<file path="src/rtl/decode_pkg.sv">
package decode_pkg;

   // instruction window and control word widths
   localparam int ir_w   = 128;
   localparam int ctrl_w = 18;

   // control word bit positions
   localparam int cs_mem_rd_pos      = 0;
   localparam int cs_mux_mem_rd_pos  = 1;
   localparam int cs_mem_wr_pos      = 2;
   localparam int cs_mux_mem_wr_pos  = 3;
   // 3-bit alu operation field
   localparam int cs_aluk_lsb        = 4;
   localparam int cs_mux_aluk_pos    = 7;
   localparam int cs_ld_gpr1_pos     = 8;
   localparam int cs_mux_ld_gpr1_pos = 9;
   localparam int cs_sr1_needed_pos  = 10;
   localparam int cs_mm1_needed_pos  = 11;
   localparam int cs_ld_mm_pos       = 12;
   localparam int cs_mux_sr1_pos     = 13;
   localparam int cs_mux_sr2_pos     = 14;
   // 2-bit operand size field
   localparam int cs_data_size_lsb   = 15;
   localparam int cs_illegal_pos     = 17;

   // opcodes held in the control store, high byte 00 for one-byte opcodes
   localparam logic [15:0] op_add_rm_r   = 16'h0001;
   localparam logic [15:0] op_add_r_rm   = 16'h0003;
   localparam logic [15:0] op_grp1_imm   = 16'h0081;
   localparam logic [15:0] op_mov_rm_r   = 16'h0089;
   localparam logic [15:0] op_movq_mm_rm = 16'h0F6F;
   localparam logic [15:0] op_movq_rm_mm = 16'h0F7F;
   localparam logic [15:0] op_cmpxchg    = 16'h0FB1;

   // operand size encoding
   localparam logic [1:0] ds_byte  = 2'b00;
   localparam logic [1:0] ds_word  = 2'b01;
   localparam logic [1:0] ds_dword = 2'b10;
   localparam logic [1:0] ds_qword = 2'b11;

   // alu operations
   localparam logic [2:0] aluk_add  = 3'b000;
   localparam logic [2:0] aluk_cmp  = 3'b001;
   localparam logic [2:0] aluk_pass = 3'b111;

   // fixed segment ids, DS for the memory operand and SS for the stack
   localparam logic [2:0] seg_id_ds = 3'b011;
   localparam logic [2:0] seg_id_ss = 3'b010;

   // decoded micro-op as queued toward address generation
   typedef struct packed {
      logic [1:0]  data_size;
      logic        sr1_needed;
      logic        seg1_needed;
      logic        mm1_needed;
      logic        mem_rd;
      logic        mem_wr;
      logic [2:0]  aluk;
      logic        ld_gpr1;
      logic        ld_mm;
      logic [2:0]  sr1;
      logic [2:0]  sr2;
      logic [2:0]  seg1;
      logic [2:0]  seg2;
      logic [2:0]  sib_index;
      logic        sib_en;
      logic        disp_en;
      logic        cmpxchg;
      logic        illegal;
      logic [1:0]  sib_scale;
      logic [31:0] imm32;
      logic [31:0] disp32;
   } uop_t;

endpackage
</file>
<file path="src/rtl/decode2_top.sv">
`timescale 1ns/1ps

module decode2_top
   import decode_pkg::*;
#(
   parameter int DEPTH      = 4,
   parameter int AG_CREDITS = 2
) (
   input  logic            clk,
   input  logic            rst_n,
   input  logic            in_valid,
   input  logic [ir_w-1:0] ir,
   input  logic [15:0]     opcode,
   input  logic            operand_override,
   input  logic            modrm_present,
   input  logic [7:0]      modrm,
   input  logic            sib_present,
   input  logic [7:0]      sib,
   input  logic            disp_present,
   input  logic            disp_size,
   input  logic [2:0]      disp_sel,
   input  logic            imm_present,
   input  logic [1:0]      imm_size,
   input  logic [3:0]      imm_sel,
   input  logic            out_credit,
   output logic            in_credit,
   output logic            out_valid,
   output logic [1:0]      data_size,
   output logic            sr1_needed,
   output logic            seg1_needed,
   output logic            mm1_needed,
   output logic            mem_rd,
   output logic            mem_wr,
   output logic [2:0]      aluk,
   output logic            ld_gpr1,
   output logic            ld_mm,
   output logic [2:0]      sr1,
   output logic [2:0]      sr2,
   output logic [2:0]      seg1,
   output logic [2:0]      seg2,
   output logic [2:0]      sib_index,
   output logic            sib_en,
   output logic            disp_en,
   output logic            cmpxchg,
   output logic            illegal,
   output logic [1:0]      sib_scale,
   output logic [31:0]     imm32,
   output logic [31:0]     disp32
);

   // decoded fields before the queue
   logic [1:0]  d_data_size;
   logic        d_sr1_needed, d_seg1_needed, d_mm1_needed;
   logic        d_mem_rd, d_mem_wr;
   logic [2:0]  d_aluk;
   logic        d_ld_gpr1, d_ld_mm;
   logic [2:0]  d_sr1, d_sr2, d_seg1, d_seg2, d_sib_index;
   logic        d_sib_en, d_disp_en, d_cmpxchg, d_illegal;
   logic [1:0]  d_sib_scale;
   logic [31:0] d_imm32, d_disp32;
   logic [7:0]  modrm_eff;
   uop_t        push_uop;
   uop_t        out_uop;

   // no ModRM byte reads as a register form, so no memory access
   assign modrm_eff = modrm_present ? modrm : 8'hc0;

   decode_stage2 i_decode_stage2 (
      .ir (ir), .opcode (opcode), .operand_override (operand_override),
      .modrm (modrm_eff), .sib (sib), .sib_present (sib_present),
      .disp_present (disp_present), .disp_size (disp_size), .disp_sel (disp_sel),
      .imm_present (imm_present), .imm_size (imm_size), .imm_sel (imm_sel),
      .data_size (d_data_size), .sr1_needed (d_sr1_needed),
      .seg1_needed (d_seg1_needed), .mm1_needed (d_mm1_needed),
      .mem_rd (d_mem_rd), .mem_wr (d_mem_wr), .aluk (d_aluk),
      .ld_gpr1 (d_ld_gpr1), .ld_mm (d_ld_mm), .sr1 (d_sr1), .sr2 (d_sr2),
      .seg1 (d_seg1), .seg2 (d_seg2), .sib_index (d_sib_index),
      .sib_en (d_sib_en), .disp_en (d_disp_en), .cmpxchg (d_cmpxchg),
      .illegal (d_illegal), .sib_scale (d_sib_scale),
      .imm32 (d_imm32), .disp32 (d_disp32)
   );

   // pack for the FIFO
   assign push_uop = '{data_size: d_data_size, sr1_needed: d_sr1_needed,
                       seg1_needed: d_seg1_needed, mm1_needed: d_mm1_needed,
                       mem_rd: d_mem_rd, mem_wr: d_mem_wr, aluk: d_aluk,
                       ld_gpr1: d_ld_gpr1, ld_mm: d_ld_mm, sr1: d_sr1, sr2: d_sr2,
                       seg1: d_seg1, seg2: d_seg2, sib_index: d_sib_index,
                       sib_en: d_sib_en, disp_en: d_disp_en, cmpxchg: d_cmpxchg,
                       illegal: d_illegal, sib_scale: d_sib_scale,
                       imm32: d_imm32, disp32: d_disp32};

   uop_credit_queue #(
      .DEPTH      (DEPTH),
      .AG_CREDITS (AG_CREDITS)
   ) i_uop_credit_queue (
      .clk        (clk),
      .rst_n      (rst_n),
      .push       (in_valid),
      .push_uop   (push_uop),
      .out_credit (out_credit),
      .in_credit  (in_credit),
      .out_valid  (out_valid),
      .out_uop    (out_uop)
   );

   // unpack toward address generation
   assign data_size   = out_uop.data_size;
   assign sr1_needed  = out_uop.sr1_needed;
   assign seg1_needed = out_uop.seg1_needed;
   assign mm1_needed  = out_uop.mm1_needed;
   assign mem_rd      = out_uop.mem_rd;
   assign mem_wr      = out_uop.mem_wr;
   assign aluk        = out_uop.aluk;
   assign ld_gpr1     = out_uop.ld_gpr1;
   assign ld_mm       = out_uop.ld_mm;
   assign sr1         = out_uop.sr1;
   assign sr2         = out_uop.sr2;
   assign seg1        = out_uop.seg1;
   assign seg2        = out_uop.seg2;
   assign sib_index   = out_uop.sib_index;
   assign sib_en      = out_uop.sib_en;
   assign disp_en     = out_uop.disp_en;
   assign cmpxchg     = out_uop.cmpxchg;
   assign illegal     = out_uop.illegal;
   assign sib_scale   = out_uop.sib_scale;
   assign imm32       = out_uop.imm32;
   assign disp32      = out_uop.disp32;

endmodule

</file>
<file path="src/rtl/uop_credit_queue.sv">
`timescale 1ns/1ps

module uop_credit_queue
   import decode_pkg::*;
#(
   parameter int DEPTH      = 4,
   parameter int AG_CREDITS = 2
) (
   input  logic clk,
   input  logic rst_n,
   input  logic push,
   input  uop_t push_uop,
   input  logic out_credit,
   output logic in_credit,
   output logic out_valid,
   output uop_t out_uop
);

   localparam int ptr_w = (DEPTH > 1) ? $clog2(DEPTH) : 1;
   localparam int cnt_w = $clog2(DEPTH + 1);
   localparam int crd_w = $clog2(AG_CREDITS + 1);

   uop_t             mem [DEPTH];
   logic [ptr_w-1:0] wr_ptr;
   logic [ptr_w-1:0] rd_ptr;
   logic [cnt_w-1:0] count;
   logic [crd_w-1:0] credits;
   logic             pop;

   // leave only while address generation has room
   assign pop       = (count != '0) && (credits != '0);
   assign out_valid = pop;
   assign out_uop   = mem[rd_ptr];

   // storage
   always_ff @(posedge clk) begin
      if (push) begin
         mem[wr_ptr] <= push_uop;
      end
   end

   always_ff @(posedge clk) begin
      if (!rst_n) begin
         wr_ptr    <= '0;
         rd_ptr    <= '0;
         count     <= '0;
         credits   <= crd_w'(AG_CREDITS);
         in_credit <= 1'b0;
      end else begin
         if (push) begin
            wr_ptr <= (wr_ptr == ptr_w'(DEPTH - 1)) ? '0 : wr_ptr + 1'b1;
         end
         if (pop) begin
            rd_ptr <= (rd_ptr == ptr_w'(DEPTH - 1)) ? '0 : rd_ptr + 1'b1;
         end
         case ({push, pop})
            2'b10:   count <= count + 1'b1;
            2'b01:   count <= count - 1'b1;
            default: count <= count;
         endcase
         // one credit spent per beat, one back per out_credit
         case ({out_credit, pop})
            2'b10:   credits <= credits + 1'b1;
            2'b01:   credits <= credits - 1'b1;
            default: credits <= credits;
         endcase
         // slot freed, hand it back to decode stage 1
         in_credit <= pop;
      end
   end

   // upstream credits keep the sender from overrunning the FIFO
   a_no_push_full: assert property (@(posedge clk) disable iff (!rst_n)
      push |-> (count != cnt_w'(DEPTH)))
      else $error("uop_credit_queue: push while full");

   a_credit_bound: assert property (@(posedge clk) disable iff (!rst_n)
      credits <= crd_w'(AG_CREDITS))
      else $error("uop_credit_queue: credit counter above AG_CREDITS");

   // downstream cannot return a credit it was never given
   a_no_extra_credit: assert property (@(posedge clk) disable iff (!rst_n)
      out_credit |-> (credits != crd_w'(AG_CREDITS)))
      else $error("uop_credit_queue: out_credit with counter already full");

endmodule

</file>
<file path="src/rtl/decode_stage2.sv">
`timescale 1ns/1ps

module decode_stage2
   import decode_pkg::*;
(
   input  logic [ir_w-1:0] ir,
   input  logic [15:0]     opcode,
   input  logic            operand_override,
   input  logic [7:0]      modrm,
   input  logic [7:0]      sib,
   input  logic            sib_present,
   input  logic            disp_present,
   input  logic            disp_size,
   input  logic [2:0]      disp_sel,
   input  logic            imm_present,
   input  logic [1:0]      imm_size,
   input  logic [3:0]      imm_sel,
   output logic [1:0]      data_size,
   output logic            sr1_needed,
   output logic            seg1_needed,
   output logic            mm1_needed,
   output logic            mem_rd,
   output logic            mem_wr,
   output logic [2:0]      aluk,
   output logic            ld_gpr1,
   output logic            ld_mm,
   output logic [2:0]      sr1,
   output logic [2:0]      sr2,
   output logic [2:0]      seg1,
   output logic [2:0]      seg2,
   output logic [2:0]      sib_index,
   output logic            sib_en,
   output logic            disp_en,
   output logic            cmpxchg,
   output logic            illegal,
   output logic [1:0]      sib_scale,
   output logic [31:0]     imm32,
   output logic [31:0]     disp32
);

   logic [ctrl_w-1:0] ctrl;
   logic [31:0]       disp_raw;
   logic [31:0]       imm_raw;
   logic              mod_is_reg;
   logic              op_is_0f7f;
   logic              op_is_mmx;
   logic [2:0]        modrm_reg;
   logic [2:0]        modrm_rm;

   field_extract i_field_extract (
      .ir        (ir),
      .disp_sel  (disp_sel),
      .disp_size (disp_size),
      .imm_sel   (imm_sel),
      .imm_size  (imm_size),
      .disp32    (disp_raw),
      .imm32     (imm_raw)
   );

   ucode_rom i_ucode_rom (
      .opcode (opcode),
      .ctrl   (ctrl)
   );

   // ModRM fields
   assign mod_is_reg = (modrm[7:6] == 2'b11);
   assign modrm_reg  = modrm[5:3];
   assign modrm_rm   = modrm[2:0];

   assign op_is_0f7f = (opcode == op_movq_rm_mm);
   assign op_is_mmx  = op_is_0f7f || (opcode == op_movq_mm_rm);

   // memory access only for the memory forms of r/m
   assign mem_rd = ctrl[cs_mux_mem_rd_pos] ? !mod_is_reg : ctrl[cs_mem_rd_pos];
   assign mem_wr = ctrl[cs_mux_mem_wr_pos] ? !mod_is_reg : ctrl[cs_mem_wr_pos];
   assign seg1_needed = !mod_is_reg;
   // ADD r,rm writes its reg operand even from memory
   assign ld_gpr1 = ctrl[cs_mux_ld_gpr1_pos] ? (mod_is_reg || opcode == op_add_r_rm)
                                             : ctrl[cs_ld_gpr1_pos];

   // group-1 takes its operation from the reg field
   assign aluk = ctrl[cs_mux_aluk_pos] ? modrm_reg : ctrl[cs_aluk_lsb +: 3];
   // 66h prefix shrinks gpr operands to 16 bits, mmx stays 64
   assign data_size = (operand_override && !op_is_mmx) ? ds_word
                                                       : ctrl[cs_data_size_lsb +: 2];

   // base register, SIB base wins over rm
   assign sr1       = sib_present ? sib[2:0] : modrm_rm;
   assign sr2       = modrm_reg;
   assign sib_index = sib[5:3];
   assign sib_scale = sib[7:6];
   assign sib_en    = sib_present;
   assign disp_en   = disp_present;

   assign seg1 = seg_id_ds;
   assign seg2 = seg_id_ss;

   // MOVQ mm/m64,mm register form writes the rm mmx register
   assign ld_mm      = ctrl[cs_ld_mm_pos] || (mod_is_reg && op_is_0f7f);
   assign mm1_needed = ctrl[cs_mm1_needed_pos] && mod_is_reg && !op_is_0f7f;
   // mmx memory forms need a gpr base for the address
   assign sr1_needed = ctrl[cs_sr1_needed_pos] || (ctrl[cs_mm1_needed_pos] && !mod_is_reg);

   // both byte and dword CMPXCHG
   assign cmpxchg = ({opcode[15:1], 1'b0} == 16'h0FB0);
   assign illegal = ctrl[cs_illegal_pos];

   assign imm32  = imm_present ? imm_raw : '0;
   assign disp32 = disp_present ? disp_raw : '0;

endmodule

</file>
<file path="src/rtl/ucode_rom.sv">
`timescale 1ns/1ps

module ucode_rom
   import decode_pkg::*;
(
   input  logic [15:0]       opcode,
   output logic [ctrl_w-1:0] ctrl
);

   always_comb begin
      // common word for the gpr r/m forms
      logic [ctrl_w-1:0] gpr_rm;

      gpr_rm = '0;
      // memory access chosen by ModRM.mod in stage 2
      gpr_rm[cs_mux_mem_rd_pos]  = 1'b1;
      gpr_rm[cs_mux_mem_wr_pos]  = 1'b1;
      gpr_rm[cs_mux_ld_gpr1_pos] = 1'b1;
      gpr_rm[cs_ld_gpr1_pos]     = 1'b1;
      gpr_rm[cs_sr1_needed_pos]  = 1'b1;
      gpr_rm[cs_aluk_lsb +: 3]   = aluk_add;
      gpr_rm[cs_data_size_lsb +: 2] = ds_dword;
      // sources come from ModRM rm/base and reg
      gpr_rm[cs_mux_sr1_pos]     = 1'b1;
      gpr_rm[cs_mux_sr2_pos]     = 1'b1;

      ctrl = '0;
      case (opcode)
         op_add_rm_r: begin
            ctrl = gpr_rm;
         end
         op_add_r_rm: begin
            // destination is always the reg operand
            ctrl = gpr_rm;
            ctrl[cs_mux_mem_wr_pos] = 1'b0;
         end
         op_grp1_imm: begin
            // add/or/adc/.../cmp picked by ModRM.reg
            ctrl = gpr_rm;
            ctrl[cs_mux_aluk_pos] = 1'b1;
         end
         op_mov_rm_r: begin
            // store only, no read of the old r/m value
            ctrl = gpr_rm;
            ctrl[cs_aluk_lsb +: 3]   = aluk_pass;
            ctrl[cs_mux_mem_rd_pos]  = 1'b0;
         end
         op_movq_mm_rm: begin
            ctrl[cs_mm1_needed_pos]  = 1'b1;
            ctrl[cs_ld_mm_pos]       = 1'b1;
            ctrl[cs_mux_mem_rd_pos]  = 1'b1;
            ctrl[cs_data_size_lsb +: 2] = ds_qword;
         end
         op_movq_rm_mm: begin
            // ld_mm for the register form is added in stage 2
            ctrl[cs_mm1_needed_pos]  = 1'b1;
            ctrl[cs_mux_mem_wr_pos]  = 1'b1;
            ctrl[cs_data_size_lsb +: 2] = ds_qword;
         end
         op_cmpxchg: begin
            ctrl = gpr_rm;
            ctrl[cs_aluk_lsb +: 3]   = aluk_cmp;
         end
         default: begin
            // not in the table
            ctrl[cs_illegal_pos]     = 1'b1;
         end
      endcase
   end

endmodule

</file>
<file path="src/rtl/field_extract.sv">
`timescale 1ns/1ps

module field_extract
   import decode_pkg::*;
(
   input  logic [ir_w-1:0] ir,
   input  logic [2:0]      disp_sel,
   input  logic            disp_size,
   input  logic [3:0]      imm_sel,
   input  logic [1:0]      imm_size,
   output logic [31:0]     disp32,
   output logic [31:0]     imm32
);

   // window shifted so the field's first byte lands in byte 0
   logic [ir_w-1:0] disp_win;
   logic [ir_w-1:0] imm_win;

   // byte k sits at bits 8k+7:8k, bytes past the window end read as zero
   assign disp_win = ir >> {disp_sel, 3'b000};
   assign imm_win  = ir >> {imm_sel, 3'b000};

   // displacement, little endian
   always_comb begin
      if (disp_size) begin
         disp32 = disp_win[31:0];
      end else begin
         // disp8 is signed
         disp32 = {{24{disp_win[7]}}, disp_win[7:0]};
      end
   end

   // immediate, imm8 and imm16 sign-extended
   always_comb begin
      case (imm_size)
         2'b00: begin
            imm32 = {{24{imm_win[7]}}, imm_win[7:0]};
         end
         2'b01: begin
            imm32 = {{16{imm_win[15]}}, imm_win[15:0]};
         end
         2'b10: begin
            imm32 = imm_win[31:0];
         end
         default: begin
            imm32 = '0;
         end
      endcase
   end

   // decode stage 1 only ever reports 8, 16 or 32-bit immediates
   always_comb begin
      assert #0 (imm_size !== 2'b11)
         else $error("field_extract: imm_size 11 is not a legal immediate size");
   end

endmodule

</file>
<file path="config.mk">
export PLATFORM = sky130hd
export DESIGN_NAME = decode2_top
export DESIGN_NICKNAME = d
export VERILOG_FILES = /design/src/rtl/decode_pkg.sv /design/src/rtl/decode2_top.sv /design/src/rtl/uop_credit_queue.sv /design/src/rtl/decode_stage2.sv /design/src/rtl/ucode_rom.sv /design/src/rtl/field_extract.sv
export SDC_FILE = /design/constraint.sdc
export NUM_CORES = 1
export LEC_CHECK = 0
export BUFFER_PORTS_ARGS = -buffer_cell sky130_fd_sc_hd__buf_4
export CAP_MARGIN = 40
export CORE_MARGIN = 4
export CORE_UTILIZATION = 59
export DETAILED_ROUTE_END_ITERATION = 7
export PLACE_DENSITY = 0.81
export RECOVER_POWER = 100
export SYNTH_ARGS = -nofsm -noshare
export SYNTH_HDL_FRONTEND = slang
export SYNTH_HIERARCHICAL = 1
export SYNTH_SLANG_ARGS = --single-unit
</file>
<file path="constraint.sdc">
create_clock -name clk -period 4.2 [get_ports clk]
set_clock_uncertainty 0.1 [all_clocks]
set_input_delay 0.84 -clock clk [delete_from_list [all_inputs] [get_ports clk]]
set_output_delay 0.84 -clock clk [all_outputs]
set_load 0.02 [all_outputs]
</file>
After elaboration in Yosys (flattened, before gate mapping)
Memories as Yosys holds them, arrays and structs flattened. A register that Yosys moved wholly into a read port is not among the register bits.
Cells that the tools add are included.

storage, ports and cells
  output and inout port bits = 99
  memory bits (writable) = 364
  bits in read-only memories = 0
  memories kept = 1
  logic and storage cells = 81
  latch bits = 0
  register bits after elaboration = 10

operators by class
  multipliers = 0
  $lt $le $gt $ge = 0
  divide/modulo/power cells = 0
  shifts and indexed selects = 2
  bitwise operators = 0
  add/sub/neg operators = 6
  mux-type cells = 26
  eq/ne operators = 17
  reductions and logical operators = 24

memories
  memory                  depth  bits a word  rd ports  clocked after memory_dff  wr ports  line                    source
  i_uop_credit_queue.mem  4      91           1         1                         1         uop_credit_queue.sv:23  uop_t mem [DEPTH];

operators by type and width
  operator                                                                 number
  128-bit by 6-bit >> shifter with 32-bit output                           1
  128-bit by 7-bit >> shifter with 32-bit output                           1
  32-bit 2-to-1 mux                                                        3
  32-bit one-hot mux with 3 select lines                                   1
  16-bit by 12-bit equality test with 1-bit output, second input constant  3
  16-bit by 8-bit equality test with 1-bit output, second input constant   2
  7-bit one-hot mux with 4 select lines                                    1
  16-bit by 1-bit equality test with 1-bit output, second input constant   1
  16-bit by 2-bit equality test with 1-bit output, second input constant   1
  15-bit by 11-bit equality test with 1-bit output, second input constant  1
  5-bit OR reduction                                                       3
  2-bit equality test, second input constant                               6
  1-bit 2-to-1 mux                                                         10
  2-bit 2-to-1 mux                                                         5
  8-bit 2-to-1 mux                                                         1
  2-bit one-hot mux with 2 select lines                                    2
  7-bit OR reduction                                                       1
  2-bit by 1-bit adder with 2-bit output, second input constant            3
  2-bit by 1-bit equality test with 1-bit output, second input constant    3
  1-bit logical AND                                                        6
  3-bit 2-to-1 mux                                                         2
  3-bit one-hot mux with 2 select lines                                    1
  2-bit nonzero test                                                       3
  1-bit logical OR                                                         4
  other kinds (7)                                                          10

Depth between registers and ports, before layout
  word-level depth = 5
  mapped depth = 10
  gate-level depth less buffers = 8

By module
The synthesis kept the hierarchy.

by module, submodules not included
  module            cells each  times used  area an instance (µm²)
  uop_credit_queue  568         1           14550.2
  field_extract     572         1           5959.5
  decode_stage2     123         1           798.3
  ucode_rom         36          1           266.5
  decode2_top       8           1           50.0

Least setup slack after synthesis
Ideal clock, no wire load.

  kind = input-to-reg
  start = input port in_valid
  end = memory i_uop_credit_queue/mem[0][0] (netlist bit) (enable)
  data required time = 3.634 ns
  setup slack = 0.552 ns
  stages on the path = 1
  setup time = 0.466 ns
  arrival time = 3.082 ns
  path through = and2_1

on the way
  longest elaborated chain between the ends = 2

ends and longest elaborated chain
  element                                 line                    source
  start: declaration                      decode2_top.sv:11       input logic in_valid,
  1-bit 2-to-1 mux                        uop_credit_queue.sv:37  if (push) begin
  1-bit 2-to-1 mux (implied by the code)  uop_credit_queue.sv:38  mem[wr_ptr] <= push_uop;
  end: declaration                        uop_credit_queue.sv:23

Every way passes these cells.

Worst setup path in the final report
  start = input port disp_sel[0]
  end = memory i_uop_credit_queue/mem[0][13] (netlist bit), data pin

on the way
  longest elaborated chain between the ends = 3

ends and longest elaborated chain
  element                                         line                  source
  start: declaration                              decode2_top.sv:21     input logic [2:0] disp_sel,
  128-bit by 6-bit >> shifter with 32-bit output  field_extract.sv:20   assign disp_win = ir >> {disp_sel, 3'b000};
  32-bit 2-to-1 mux                               field_extract.sv:25   if (disp_size) begin
  net i_decode_stage2.disp_raw[13]                decode_stage2.sv:42   logic [31:0] disp_raw;
  32-bit 2-to-1 mux                               decode_stage2.sv:109  assign disp32 = disp_present ? disp_raw : '0;
  net d_disp32[13]                                decode2_top.sv:60     logic [31:0] d_imm32, d_disp32;

The timed path passes the listed nets, and every way through them passes these cells.

==> impl_metrics.ini <==
[power]
clock_power_share = 0.320
swShare = 0.298
cellPowerDensity_mw_per_mm2 = 475
p_seq_frac = 0.409
switching_power_uw = 3510
leakagePower_uw = 0.00857
combPwrFrac = 0.271
peakVddDrop_mv = 0.330
internal-power_uw = 8260

[global_route]
global_route.overflow_total = 0
first_pass_grt_wire_length_um = 85500
grtUsageTotal = 0.285
number_of_global_route_vias_before_repair = 13900
grt_max_degree = 78
antenna_violations_before_repair = 5

[cts]
tritoncts = built
clock_sink_count = 400
cts_buffers = 41
h-tree-depth = 2
cts.clk_slew.worst_paths_ns = 0.06
maximum_count_of_clock_buffers_along_a_single_path = 3
postCtsSetupBuffers = 0
cts_resized = 0
hold_buffers = 0
clk-insertion-delay-late_ns = 0.53
clk_root_buffer_cell = clkbuf_16

[run]
cap_viol_max_count = 6

[detailed_routing]
wl_per_cell_um = 28.2
drt_pass1_iterations = 5
route.detailed.vias_per_inst = 6.73
ant_nets = 0
drtIter0Drc = 1226
vias = 13600
drt_drc_violations_left = 0
finalWirelength_um = 57100

[run_status]
outcome = finished, violations left
violations = capacitance limit, slew limit

[final_layout]
final_cell_count_no_fill = 2025
final_layout_size_suffix_gt1_frac = 0.331
final_design_area_no_fill_mm2 = 0.0248
layout.nets = 1718
core_util_final = 0.692
syn_to_final_growth_pct = 14.7

[timing]
achievable-frequency_mhz = 276
grt_setup_unrepaired = false
timing.final.setup_violations = 0
fin_crit_sh = 0.861
totalNegativeSetupSlack_ns = 0
maxSlewViolCount = 251
final_hold_viol_count = 0
finalHoldWorstSlack_ns = 0.386
timing.max_slew.rel_slack = -0.838
final_period_minus_worst_setup_slack_ns = 3.62
worst_slew_pin_slew_ns = 2.76

[min_path]
hold_class = flip-flop to flip-flop

[synth]
ys_warn_count = 6
syn-mean-instance-area_um2 = 16.6
cell_count_after_synthesis = 1305
mappedNetlistArea_mm2 = 0.0216

[die]
start_util = 0.603
design.core.area_mm2 = 0.0358
num_rows = 69
die_width_um = 199
die_height_um = 199
pin_count = 278
die-area_mm2 = 0.0398

[critical_path]
kind_of_end_point_of_the_critical_path = flip-flop
crit_required_ns = 4.36
crit_type = input pin to flip-flop
startpoint_class_of_the_critical_path = input pin
r2r_setup_slack_ns = 0.64
path_max_fanout = 24
arrival_ns = 3.78

[placed_design]
numPortBuffers = 277
dpl.cell_count = 1949
dp.final_hpwl_um = 39900
dpl-instance-area_mm2 = 0.0239
finalWeightedCongestion = 0.976
-- power groups by stage --
stage / combinational [uW] / clock (uW) / sequential (uW)
global placement: 3500 / 0 / 4880
floorplan: 2330 / 0 / 4760
detailed placement: 3540 / 0 / 4890
finish: 3190 / 3770 / 4810
CTS: 3550 / 3820 / 4810
global route: 3390 / 3990 / 4830
-- placed cells by master, fill, tap and decap left out, types with 9 or more instances in the layout --
cell / instances
buf_12: 9
mux2_2: 27
a211oi_1: 23
o31ai_1: 10
mux4_2: 213
inv_1: 13
dfxtp_1: 10
edfxtp_1: 388
clkinv_1: 9
nor2_1: 39
buf_4: 180
nor2b_1: 17
clkbuf_16: 43
o21ai_0: 40
mux2i_1: 125
clkbuf_1: 112
and2_0: 71
a21oi_1: 41
nand2b_1: 10
nand2_1: 29
-- worst paths after layout --
| check | from | to | cells past startpoint |
|---|---|---|---|
| setup / recovery | disp_sel[0] | i_uop_credit_queue/mem[0][13] | 7 |
| hold / removal | i_uop_credit_queue/rd_ptr[0] | flip-flop | 2 |
| setup reg to reg | i_uop_credit_queue/wr_ptr[0] | i_uop_credit_queue/mem[3][17] | 3 |
| hold reg to reg | i_uop_credit_queue/rd_ptr[0] | flip-flop | 2 |
-- registers in the layout, indices dropped and copies added (netlist names), named ones only --
signal and flops:
i_uop_credit_queue/count 3, i_uop_credit_queue/wr_ptr 2, i_uop_credit_queue/credits 2, i_uop_credit_queue/rd_ptr 2
i_uop_credit_queue/mem 388, i_uop_credit_queue/in_credit 1
-- cell type report --
cell class	count	area [um^2]
multi-input combinational	771	8860
tap	461	577
fill	2460	11000
clock buffer	50	1120
sequential	400	11900
timing repair buffer	304	1990
inverter	13	48.8
antenna	1	2.50
clock inverter	25	287
-- through the flow --
stage	power (uW)	setup slack, ns
floorplan	7080	0.552
global placement	8370	0.830
detailed placement	8430	0.823
CTS	12200	0.769
global route	12200	0.374
finish	11800	0.583
-- critical path: stages --
cell and delay [ns]:
clkbuf_1 0.46, mux4_2 0.57, mux2_1 0.36, nor2_2 0.09, clkbuf_1 0.90, a21oi_1 0.24, and2_0 0.31
-- per-layer routing --
layer | global-route usage | vias up | share of wire
met1 | 0.387 | 6974 | 0.38
met4 | 0.0810 | 8 | 0.030
met3 | 0.0624 | 121 | 0.088
li1 | - | 5801 | -
met5 | 0 | - | 0.00074
met2 | 0.474 | 717 | 0.50
(Power assumes the default switching activity.)
